`src/rtl/fft_consts.svh`:
```
// Transform length, sample and twiddle widths, and twiddle constants for the 8-point FFT.
`ifndef FFT_CONSTS_SVH
`define FFT_CONSTS_SVH

// ~~~~~~~~~~~~~~~~~~~~
// Transform size
// ~~~~~~~~~~~~~~~~~~~~
`define FFT_LEN       8
`define LOG2_FFT_LEN  3

// ~~~~~~~~~~~~~~~~~~~~
// Sample widths
// ~~~~~~~~~~~~~~~~~~~~
// Unscaled output grows by log2 of the length plus one bit for the complex sum.
`define IN_WIDTH      16
`define OUT_WIDTH     20

// ~~~~~~~~~~~~~~~~~~~~
// Twiddles, Q15
// ~~~~~~~~~~~~~~~~~~~~
`define TW_WIDTH      16
`define TW_C45        23170
`define TW_FRAC       15
`define TW_RND        16384

`endif
```
`src/rtl/fft_pkg.sv`:
```
// Sample structs, stream beat structs, transform mode and core state types.
`include "fft_consts.svh"

package fft_pkg;

    typedef enum logic {
        FFT_FWD = 1'b0,
        FFT_INV = 1'b1
    } fft_mode_e;

    typedef enum logic [1:0] {
        CORE_LOAD,
        CORE_CALC,
        CORE_DRAIN
    } core_state_e;

    // Imaginary part sits in the upper half, as on the stream.
    typedef struct packed {
        logic signed [`IN_WIDTH-1:0] im;
        logic signed [`IN_WIDTH-1:0] re;
    } cplx_in_t;

    typedef struct packed {
        logic signed [`OUT_WIDTH-1:0] im;
        logic signed [`OUT_WIDTH-1:0] re;
    } cplx_out_t;

    typedef struct packed {
        cplx_in_t                  sample;
        logic [`LOG2_FFT_LEN-1:0]  index;
        logic                      valid;
    } xn_beat_t;

    typedef struct packed {
        cplx_out_t                 bin;
        logic [`LOG2_FFT_LEN-1:0]  index;
        logic                      valid;
        logic                      last;
    } xk_beat_t;

endpackage

```
`src/rtl/fft_top.sv`:
```
// Top level of the 8-point burst FFT with configuration, input, core and output blocks.
`include "fft_consts.svh"

module fft_top
    import fft_pkg::*;
(
    input  logic                      i_aclk,
    input  logic                      i_arst_n,

    input  logic                      i_axi4s_data_tvalid,
    input  logic [2*`IN_WIDTH-1:0]    i_axi4s_data_tdata,
    input  logic                      i_axi4s_data_tlast,
    output logic                      o_axi4s_data_tready,

    input  logic                      i_axi4s_cfg_tvalid,
    input  logic                      i_axi4s_cfg_tdata,

    output logic                      o_axi4s_data_tvalid,
    output logic [2*`OUT_WIDTH-1:0]   o_axi4s_data_tdata,
    output logic                      o_axi4s_data_tlast,
    output logic [7:0]                o_axi4s_data_tuser,

    output logic [2:0]                o_alm,
    output logic                      o_stat
);

    fft_mode_e fft_mode;
    xn_beat_t  xn;
    xk_beat_t  xk;
    logic      fft_end;

    fft_cfg_ctrl u_cfg_ctrl (
        .i_aclk          (i_aclk),
        .i_arst_n        (i_arst_n),
        .i_cfg_vld       (i_axi4s_cfg_tvalid),
        .i_cfg_data      (i_axi4s_cfg_tdata),
        .i_frame_started (o_stat),
        .o_fft_mode      (fft_mode)
    );

    fft_input_ctrl u_input_ctrl (
        .i_aclk        (i_aclk),
        .i_arst_n      (i_arst_n),
        .i_datain      (i_axi4s_data_tdata),
        .i_datain_vld  (i_axi4s_data_tvalid),
        .i_datain_last (i_axi4s_data_tlast),
        .i_fft_end     (fft_end),
        .o_datain_rdy  (o_axi4s_data_tready),
        .o_xn          (xn),
        .o_input_alm   (o_alm),
        .o_input_stat  (o_stat)
    );

    fft_burst_core u_burst_core (
        .i_aclk     (i_aclk),
        .i_arst_n   (i_arst_n),
        .i_xn       (xn),
        .i_fft_mode (fft_mode),
        .o_fft_end  (fft_end),
        .o_xk       (xk)
    );

    fft_output_ctrl u_output_ctrl (
        .i_aclk         (i_aclk),
        .i_arst_n       (i_arst_n),
        .i_xk           (xk),
        .o_dataout      (o_axi4s_data_tdata),
        .o_dataout_vld  (o_axi4s_data_tvalid),
        .o_dataout_last (o_axi4s_data_tlast),
        .o_dataout_usr  (o_axi4s_data_tuser)
    );

endmodule

```
`src/rtl/fft_output_ctrl.sv`:
```
// Registered output stream with tlast and the bin index in tuser.
`include "fft_consts.svh"

module fft_output_ctrl
    import fft_pkg::*;
(
    input  logic                      i_aclk,
    input  logic                      i_arst_n,
    input  xk_beat_t                  i_xk,
    output logic [2*`OUT_WIDTH-1:0]   o_dataout,
    output logic                      o_dataout_vld,
    output logic                      o_dataout_last,
    output logic [7:0]                o_dataout_usr
);

    always_ff @(posedge i_aclk or negedge i_arst_n) begin
        if (!i_arst_n) begin
            o_dataout_vld  <= 1'b0;
            o_dataout_last <= 1'b0;
        end else begin
            o_dataout_vld  <= i_xk.valid;
            o_dataout_last <= i_xk.valid && i_xk.last;
        end
    end

    // im lands in the upper half because of the struct order.
    always_ff @(posedge i_aclk) begin
        if (i_xk.valid) begin
            o_dataout     <= i_xk.bin;
            o_dataout_usr <= {{(8 - `LOG2_FFT_LEN){1'b0}}, i_xk.index};
        end
    end

    // ~~~~~~~~~~~~~~~~~~~~
    // Assertions
    // ~~~~~~~~~~~~~~~~~~~~
    property p_last_with_valid;
        @(posedge i_aclk) disable iff (!i_arst_n)
        o_dataout_last |-> o_dataout_vld && o_dataout_usr[`LOG2_FFT_LEN-1:0] == '1;
    endproperty

    a_last_with_valid: assert property (p_last_with_valid)
        else $error("fft_output_ctrl: tlast without tvalid or not on the last bin");

endmodule

```
`src/rtl/fft_burst_core.sv`:
```
// In-place radix-2 burst FFT core with sample memory, butterfly sequencer and readout.
`include "fft_consts.svh"

module fft_burst_core
    import fft_pkg::*;
(
    input  logic      i_aclk,
    input  logic      i_arst_n,
    input  xn_beat_t  i_xn,
    input  fft_mode_e i_fft_mode,
    output logic      o_fft_end,
    output xk_beat_t  o_xk
);

    cplx_out_t                      mem [`FFT_LEN];
    core_state_e                    state;
    logic [1:0]                     stage;
    logic [`LOG2_FFT_LEN-2:0]       bfly;
    logic [`LOG2_FFT_LEN-1:0]       rd_cnt;
    logic [`LOG2_FFT_LEN-1:0]       addr_a;
    logic [`LOG2_FFT_LEN-1:0]       addr_b;
    logic [`LOG2_FFT_LEN-2:0]       tw_k;
    logic signed [`TW_WIDTH-1:0]    tw_re;
    logic signed [`TW_WIDTH-1:0]    tw_im;
    logic signed [`OUT_WIDTH+`TW_WIDTH:0] prod_re;
    logic signed [`OUT_WIDTH+`TW_WIDTH:0] prod_im;
    cplx_out_t                      op_a;
    cplx_out_t                      op_b;
    cplx_out_t                      bw;
    cplx_out_t                      sum;
    cplx_out_t                      diff;
    cplx_out_t                      xn_ext;
    logic                           inv;

    assign inv = (i_fft_mode == FFT_INV);

    // ~~~~~~~~~~~~~~~~~~~~
    // Sequencer
    // ~~~~~~~~~~~~~~~~~~~~
    // Address 7 holds the eighth sample only, so its write closes the frame.
    always_ff @(posedge i_aclk or negedge i_arst_n) begin
        if (!i_arst_n) begin
            state  <= CORE_LOAD;
            stage  <= 2'd0;
            bfly   <= '0;
            rd_cnt <= '0;
        end else begin
            case (state)
                CORE_LOAD: begin
                    if (i_xn.valid && i_xn.index == `LOG2_FFT_LEN'(`FFT_LEN - 1)) begin
                        state <= CORE_CALC;
                        stage <= 2'd0;
                        bfly  <= '0;
                    end
                end
                CORE_CALC: begin
                    bfly <= bfly + 1'b1;
                    if (bfly == '1) begin
                        stage <= stage + 1'b1;
                        if (stage == 2'(`LOG2_FFT_LEN - 1)) begin
                            state  <= CORE_DRAIN;
                            rd_cnt <= '0;
                        end
                    end
                end
                CORE_DRAIN: begin
                    rd_cnt <= rd_cnt + 1'b1;
                    if (rd_cnt == `LOG2_FFT_LEN'(`FFT_LEN - 1)) begin
                        state <= CORE_LOAD;
                    end
                end
                default: state <= CORE_LOAD;
            endcase
        end
    end

    // Butterfly pair and twiddle exponent for each stage of the decimation in time.
    always_comb begin
        case (stage)
            2'd0: begin
                addr_a = {bfly, 1'b0};
                addr_b = {bfly, 1'b1};
                tw_k   = 2'd0;
            end
            2'd1: begin
                addr_a = {bfly[1], 1'b0, bfly[0]};
                addr_b = {bfly[1], 1'b1, bfly[0]};
                tw_k   = {bfly[0], 1'b0};
            end
            default: begin
                addr_a = {1'b0, bfly};
                addr_b = {1'b1, bfly};
                tw_k   = bfly;
            end
        endcase
    end

    // ~~~~~~~~~~~~~~~~~~~~
    // Butterfly
    // ~~~~~~~~~~~~~~~~~~~~
    // Only W8^1 and W8^3 need the multiplier; the inverse uses the conjugate.
    always_comb begin
        tw_re = '0;
        tw_im = '0;
        case (tw_k)
            2'd1: begin
                tw_re = `TW_C45;
                tw_im = inv ? `TW_C45 : -`TW_C45;
            end
            2'd3: begin
                tw_re = -`TW_C45;
                tw_im = inv ? `TW_C45 : -`TW_C45;
            end
            default: ;
        endcase
    end

    always_comb begin
        op_a    = mem[addr_a];
        op_b    = mem[addr_b];
        prod_re = op_b.re * tw_re - op_b.im * tw_im;
        prod_im = op_b.re * tw_im + op_b.im * tw_re;
        prod_re = (prod_re + `TW_RND) >>> `TW_FRAC;
        prod_im = (prod_im + `TW_RND) >>> `TW_FRAC;
        case (tw_k)
            2'd0: bw = op_b;
            2'd2: begin
                // Times -j forward, +j inverse.
                bw.re = inv ? -op_b.im : op_b.im;
                bw.im = inv ? op_b.re : -op_b.re;
            end
            default: begin
                bw.re = prod_re[`OUT_WIDTH-1:0];
                bw.im = prod_im[`OUT_WIDTH-1:0];
            end
        endcase
        sum.re  = op_a.re + bw.re;
        sum.im  = op_a.im + bw.im;
        diff.re = op_a.re - bw.re;
        diff.im = op_a.im - bw.im;
    end

    // ~~~~~~~~~~~~~~~~~~~~
    // Sample memory
    // ~~~~~~~~~~~~~~~~~~~~
    always_comb begin
        xn_ext.re = {{(`OUT_WIDTH - `IN_WIDTH){i_xn.sample.re[`IN_WIDTH-1]}}, i_xn.sample.re};
        xn_ext.im = {{(`OUT_WIDTH - `IN_WIDTH){i_xn.sample.im[`IN_WIDTH-1]}}, i_xn.sample.im};
    end

    always_ff @(posedge i_aclk) begin
        if (state == CORE_LOAD && i_xn.valid) begin
            mem[i_xn.index] <= xn_ext;
        end else if (state == CORE_CALC) begin
            mem[addr_a] <= sum;
            mem[addr_b] <= diff;
        end
    end

    // Bins leave in natural order straight from memory.
    always_comb begin
        o_xk.bin   = mem[rd_cnt];
        o_xk.index = rd_cnt;
        o_xk.valid = (state == CORE_DRAIN);
        o_xk.last  = (state == CORE_DRAIN) && (rd_cnt == `LOG2_FFT_LEN'(`FFT_LEN - 1));
        o_fft_end  = o_xk.last;
    end

    // ~~~~~~~~~~~~~~~~~~~~
    // Assertions
    // ~~~~~~~~~~~~~~~~~~~~
    property p_input_only_in_load;
        @(posedge i_aclk) disable iff (!i_arst_n)
        i_xn.valid |-> state == CORE_LOAD;
    endproperty

    a_input_only_in_load: assert property (p_input_only_in_load)
        else $error("fft_burst_core: sample arrived during calculation or readout");

    property p_end_is_pulse;
        @(posedge i_aclk) disable iff (!i_arst_n)
        o_fft_end |=> !o_fft_end;
    endproperty

    a_end_is_pulse: assert property (p_end_is_pulse)
        else $error("fft_burst_core: fft_end longer than one cycle");

endmodule

```
`src/rtl/fft_input_ctrl.sv`:
```
// Input framing with bit-reversed addressing, tready, framing alarms and frame status.
`include "fft_consts.svh"

module fft_input_ctrl
    import fft_pkg::*;
(
    input  logic        i_aclk,
    input  logic        i_arst_n,
    input  logic [31:0] i_datain,
    input  logic        i_datain_vld,
    input  logic        i_datain_last,
    input  logic        i_fft_end,
    output logic        o_datain_rdy,
    output xn_beat_t    o_xn,
    output logic [2:0]  o_input_alm,
    output logic        o_input_stat
);

    logic [`LOG2_FFT_LEN-1:0] beat_cnt;
    logic                     accept;
    logic                     last_beat;
    logic                     early_last;
    cplx_in_t                 xn_sample;
    logic [`LOG2_FFT_LEN-1:0] xn_index;
    logic                     xn_vld;

    assign accept     = i_datain_vld && o_datain_rdy;
    assign last_beat  = (beat_cnt == `LOG2_FFT_LEN'(`FFT_LEN - 1));
    assign early_last = accept && i_datain_last && !last_beat;

    // ~~~~~~~~~~~~~~~~~~~~
    // Framing
    // ~~~~~~~~~~~~~~~~~~~~
    always_ff @(posedge i_aclk or negedge i_arst_n) begin
        if (!i_arst_n) begin
            beat_cnt     <= '0;
            o_datain_rdy <= 1'b1;
            o_input_stat <= 1'b0;
            o_input_alm  <= 3'b000;
            xn_vld       <= 1'b0;
        end else begin
            o_input_alm[0] <= early_last;
            o_input_alm[1] <= accept && last_beat && !i_datain_last;
            o_input_alm[2] <= i_datain_vld && !o_datain_rdy;
            // A short frame is dropped. The next frame overwrites its partial samples.
            xn_vld         <= accept && !early_last;

            if (early_last) begin
                beat_cnt <= '0;
            end else if (accept) begin
                beat_cnt <= beat_cnt + 1'b1;
            end

            if (accept && last_beat) begin
                o_datain_rdy <= 1'b0;
            end else if (i_fft_end) begin
                o_datain_rdy <= 1'b1;
            end

            if (early_last || i_fft_end) begin
                o_input_stat <= 1'b0;
            end else if (accept) begin
                o_input_stat <= 1'b1;
            end
        end
    end

    // Sample and its memory address, bits of the beat count reversed.
    always_ff @(posedge i_aclk) begin
        if (accept) begin
            xn_sample <= cplx_in_t'(i_datain);
            xn_index  <= {beat_cnt[0], beat_cnt[1], beat_cnt[2]};
        end
    end

    always_comb begin
        o_xn.sample = xn_sample;
        o_xn.index  = xn_index;
        o_xn.valid  = xn_vld;
    end

    // ~~~~~~~~~~~~~~~~~~~~
    // Assertions
    // ~~~~~~~~~~~~~~~~~~~~

    // While tready is low, the only beat handed to the core is the one that closed the frame.
    property p_beat_needs_ready;
        @(posedge i_aclk) disable iff (!i_arst_n)
        o_xn.valid && !o_datain_rdy |-> o_xn.index == '1;
    endproperty

    a_beat_needs_ready: assert property (p_beat_needs_ready)
        else $error("fft_input_ctrl: beat emitted while tready was low");

endmodule

```
`src/rtl/fft_cfg_ctrl.sv`:
```
// Transform direction register, updated by the configuration strobe between frames.
module fft_cfg_ctrl
    import fft_pkg::*;
(
    input  logic      i_aclk,
    input  logic      i_arst_n,
    input  logic      i_cfg_vld,
    input  logic      i_cfg_data,
    input  logic      i_frame_started,
    output fft_mode_e o_fft_mode
);

    // A strobe that lands while a frame is being collected or transformed is dropped.
    always_ff @(posedge i_aclk or negedge i_arst_n) begin
        if (!i_arst_n) begin
            o_fft_mode <= FFT_FWD;
        end else if (i_cfg_vld && !i_frame_started) begin
            o_fft_mode <= i_cfg_data ? FFT_INV : FFT_FWD;
        end
    end

    // ~~~~~~~~~~~~~~~~~~~~
    // Assertions
    // ~~~~~~~~~~~~~~~~~~~~

    // The frame status comes from the input controller, so this covers the whole frame.
    property p_mode_stable_in_frame;
        @(posedge i_aclk) disable iff (!i_arst_n)
        i_frame_started |=> $stable(o_fft_mode);
    endproperty

    a_mode_stable_in_frame: assert property (p_mode_stable_in_frame)
        else $error("fft_cfg_ctrl: mode changed during a frame");

endmodule

```
`config.mk`:
```
export PLATFORM = sky130hd
export DESIGN_NAME = fft_top
export DESIGN_NICKNAME = d
export VERILOG_FILES = /design/src/rtl/fft_pkg.sv /design/src/rtl/fft_top.sv /design/src/rtl/fft_output_ctrl.sv /design/src/rtl/fft_burst_core.sv /design/src/rtl/fft_input_ctrl.sv /design/src/rtl/fft_cfg_ctrl.sv
export VERILOG_INCLUDE_DIRS = /design/src /design/src/rtl
export SDC_FILE = /design/constraint.sdc
export NUM_CORES = 2
export LEC_CHECK = 0
export BUFFER_PORTS_ARGS = -buffer_cell sky130_fd_sc_hd__buf_2
export CAP_MARGIN = 20
export CELL_PAD_IN_SITES_DETAIL_PLACEMENT = 0
export CELL_PAD_IN_SITES_GLOBAL_PLACEMENT = 2
export CORE_MARGIN = 4
export CORE_UTILIZATION = 45
export DETAILED_ROUTE_END_ITERATION = 12
export PLACE_DENSITY_LB_ADDON = 0.1
export SLEW_MARGIN = 20
export SYNTH_ARGS = -nofsm -noshare
export SYNTH_HDL_FRONTEND = slang
export SYNTH_SLANG_ARGS = --single-unit
```
`constraint.sdc`:
```
create_clock -name i_aclk -period 18 [get_ports i_aclk]
set_input_delay 0 -clock i_aclk [delete_from_list [all_inputs] [get_ports i_aclk]]
set_output_delay 0 -clock i_aclk [all_outputs]
set_load 0.005 [all_outputs]
```
==> impl_metrics.py <==
metrics = {
    "run_status": {
        "status": "finished clean",
    },
    "critical_path": {
        "start_kind": "flop",
        "required_ns": 18.30,
        "slowest_delay_ns": 0.80,
        "reg2regPathDepth": 45,
        "r2r-end": "u_burst_core.mem[0][19]",
        "critPathMaxFanout": 109,
        "crit_top_cell": "fa_1",
        "end_kind": "flop",
        "worstPathArrival_ns": 16.12,
        "rrSetupSlack_ns": 2.18,
        "path_class": "flop to flop",
        "cp_slowest_cell": "nand4_1",
        "r2r_start": "u_burst_core.stage[1]",
    },
    "yosys": {
        "yosys.area.top_type": "fa_1",
        "synth_area_um2": 66000,
        "yosysSeqAreaShare_pct": 18.9,
        "ys_ff_latch": 419,
        "synth-main-ff-cell": "edfxtp_1",
        "netlist.area_leader.share_pct": 36.0,
        "synth_cell_types": 102,
        "yosys_warnings": 0,
        "synthCells": 6314,
        "synth_area_leaders": "fa_1, edfxtp_1, ha_1",
        "synth_edf_count": 398,
        "synthArstFlopShare_pct": 5.01,
        "syn_avg_cell_area_um2": 10.4,
    },
    "cells_and_area": {
        "drive_gt1_share_pct": 9.49,
        "final_cell_mix": "inv_1, fa_1, nand2_1, ha_1, nor2_1",
        "fillerInstances": 13607,
        "final_common_cell": "inv_1",
        "final_nets": 8024,
        "final_cell_count_no_fill": 8299,
        "syn_to_final_growth_pct": 7.16,
        "finish.utilization_pct": 48.5,
    },
    "run": {
        "drv_cap": 0,
    },
    "grt": {
        "grt_first_pass_wirelength_mm": 335,
        "grt_pass1_vias": 49046,
        "grt_usage_pct": 30.3,
        "antenna_found_initial": 8,
        "overflow": 0,
        "grt_max_degree": 110,
    },
    "floorplan": {
        "die_w_um": 391,
        "io_pins": 93,
        "std_cell_rows": 140,
        "die_h_um": 391,
        "core_um2": 146000,
        "initial_core_util_pct": 45.3,
        "die-area_um2": 153000,
    },
    "timing": {
        "worst_clock_skew_ns": 0.0273,
        "drv_slew": 0,
        "min_period_ns": 15.82,
        "slew_headroom_pct": 16.2,
        "fin_setup_tns_ns": 0,
        "tightest_slew_ns": 1.25,
        "finalWorstSetupSlack_ns": 2.18,
        "setup_violations": 0,
        "rsz0062_at_grt": "no",
        "fin_crit_sh_pct": 87.9,
        "finalHoldViolCount": 0,
        "fmaxAchievable_mhz": 63.2,
    },
    "power": {
        "power.switching_mw": 0.409,
        "power_mw": 2.03,
        "internal_power_mw": 1.62,
        "switching_share_pct": 20.2,
        "combPwrFrac_pct": 0.6,
        "seqPwrFrac_pct": 51.9,
        "power_density_nw_per_um2": 28.7,
        "pwr-share-clk_pct": 47.5,
        "vdd_drop_max_uv": 87.0,
        "p_leak_nw": 33.4,
    },
    "placed_design": {
        "dp_slack_ns": 2.41,
        "dpl.cell_count": 8183,
        "io_buffers": 87,
        "hpwl_mm": 181,
        "globalplace.congestion": 0.943,
    },
    "route": {
        "dr.pass1.iters": 9,
        "route.met2.wl_mm": 114,
        "routed_wl_mm": 227,
        "viasPerCell": 5.57,
        "wl_met1_mm": 91.7,
        "routedWlPerCell_um": 27.3,
        "highest_layer": "met5",
        "drtAntennaViolNets": 0,
        "vias": 46225,
        "drt_iter0_drc": 4305,
        "wl_met3_mm": 11.9,
        "drc": 0,
    },
    "clock_network": {
        "root_buffer": "clkbuf_16",
        "cts_setup_buffers": 0,
        "h-tree-depth": 2,
        "clk_latency_ns": 0.58,
        "clock-sinks": 419,
        "cts_resized": 0,
        "clk_path_buf_depth": 3,
        "clk_pin_slew_ns": 0.07,
        "cts_made_buffers": 39,
        "cts_tree": "built",
    },
    "worst_hold_path": {
        "hold_start": "i_axi4s_data_tdata[28]",
        "hold_depth": 2,
        "hold_end": "u_input_ctrl.o_xn[32]",
        "hp-class": "input pin to flop",
    },
}
-- worst max-delay path: cells and delay by family, from the launching register on --
family / cells / cell delay, ns
compound gates: 15 / 3.79
fa+ha+maj: 11 / 4.84
simple gates: 7 / 3.08
buf+inv: 9 / 1.90
mux: 2 / 0.82
flops: 1 / 0.77
xor+xnor: 1 / 0.16
-- power by group through the flow --
stage / Combinational, mW / Sequential (mW) / Clock [mW]
2_1_floorplan: 0.00119 / 1.07 / 0
3_3_place_gp: 0.00564 / 1.07 / 0
3_5_place_dp: 0.00579 / 1.07 / 0
4_1_cts: 0.0126 / 1.05 / 0.973
5_1_grt: 0.0140 / 1.05 / 1.01
6_report: 0.0125 / 1.05 / 0.962
-- synth_stat cells, types with 48 or more instances --
cell type / count
xor2_1: 48
nor2_1: 425
nand2_1: 455
mux2i_1: 100
xnor2_1: 114
o21ai_0: 118
edfxtp_1: 398
mux4_2: 160
ha_1: 453
nand3_1: 105
clkbuf_1: 145
inv_1: 1485
mux2_2: 104
fa_1: 1185
a21oi_1: 374
-- timing repair --
| item | CTS | global route |
|---|---|---|
| endpoints found under the setup margin | 0 | 0 |
| hold endpoints to repair | 62 | 0 |
| hold buffers | 40 | 0 |
-- how the worst max path moves through the flow --
stage / startpoint / to / slack (ns) / cells after the start
2_1_floorplan: u_burst_core.stage[1] / u_burst_core.mem[0][19] / 5.20 / 53
3_3_place_gp: u_burst_core.stage[1] / u_burst_core.mem[0][19] / 2.55 / 46
3_5_place_dp: u_burst_core.stage[1] / u_burst_core.mem[0][19] / 2.41 / 46
4_1_cts: u_burst_core.stage[1] / u_burst_core.mem[0][19] / 2.35 / 46
5_1_grt: u_burst_core.stage[1] / u_burst_core.mem[7][18] / 1.37 / 46
6_report: u_burst_core.stage[1] / u_burst_core.mem[0][19] / 2.18 / 45
-- state kept, by name, summed over array words and instances, names as in the netlist --
signal / cells
u_burst_core.bfly: 2
u_burst_core.state: 2
u_input_ctrl.o_datain_rdy: 1
u_input_ctrl.o_input_alm: 3
u_output_ctrl.o_dataout: 40
u_output_ctrl.o_dataout_usr: 3
u_input_ctrl.beat_cnt: 3
u_input_ctrl.xn_vld: 1
u_output_ctrl.o_dataout_vld: 1
u_input_ctrl.o_xn: 32
u_burst_core.mem: 320
u_cfg_ctrl.o_fft_mode: 1
u_burst_core.rd_cnt: 3
u_input_ctrl.xn_index: 3
u_burst_core.stage: 2
u_output_ctrl.o_dataout_last: 1
u_input_ctrl.o_input_stat: 1
-- cells by family (layout without fill, tap and decap cells) --
kind of cell | count (synthesis) | count (layout) | share of synthesized area [%]
DFF | 419 | 419 | 18.9
and+or+nand+nor | 1196 | 1196 | 7.87
adders and majority gates | 1640 | 1640 | 44.6
xor gates and xnor gates | 164 | 164 | 2.21
other | 1 | 9 | 0.00568
buffers and inverters | 1728 | 1788 | 10.1
AOI/OAI and AO/OA | 800 | 800 | 7.52
muxes | 366 | 366 | 8.81
-- routing by layer --
layer | global-route usage (%) | vias up
li1 | - | 20287
met1 | 39.7 | 24002
met2 | 52.8 | 1607
met3 | 2.88 | 325
met4 | 10.6 | 4
met5 | 0 | -
-- cell type report --
type	instances	area, um2	area share (%)
clock buffers	49	1110	1.56
diodes	4	10.0	0.0142
flip-flops and latches	419	12500	17.7
inverters	1488	5590	7.90
clock inverters	22	349	0.494
repair buffers	229	1620	2.30
well taps	1917	2400	3.39
multi-input cells	4171	47100	66.7
-- through the flow --
stage | area, um2 | hold slack [ns]
6_report | 70700 | 0.128
5_1_grt | 70700 | 0.134
4_1_cts | 70700 | 0.0929
3_5_place_dp | 68800 | 0.0421
3_3_place_gp | 68800 | 0.0476
2_1_floorplan | 66000 | -0.296
Note: power is estimated with default switching activity, not from simulation.
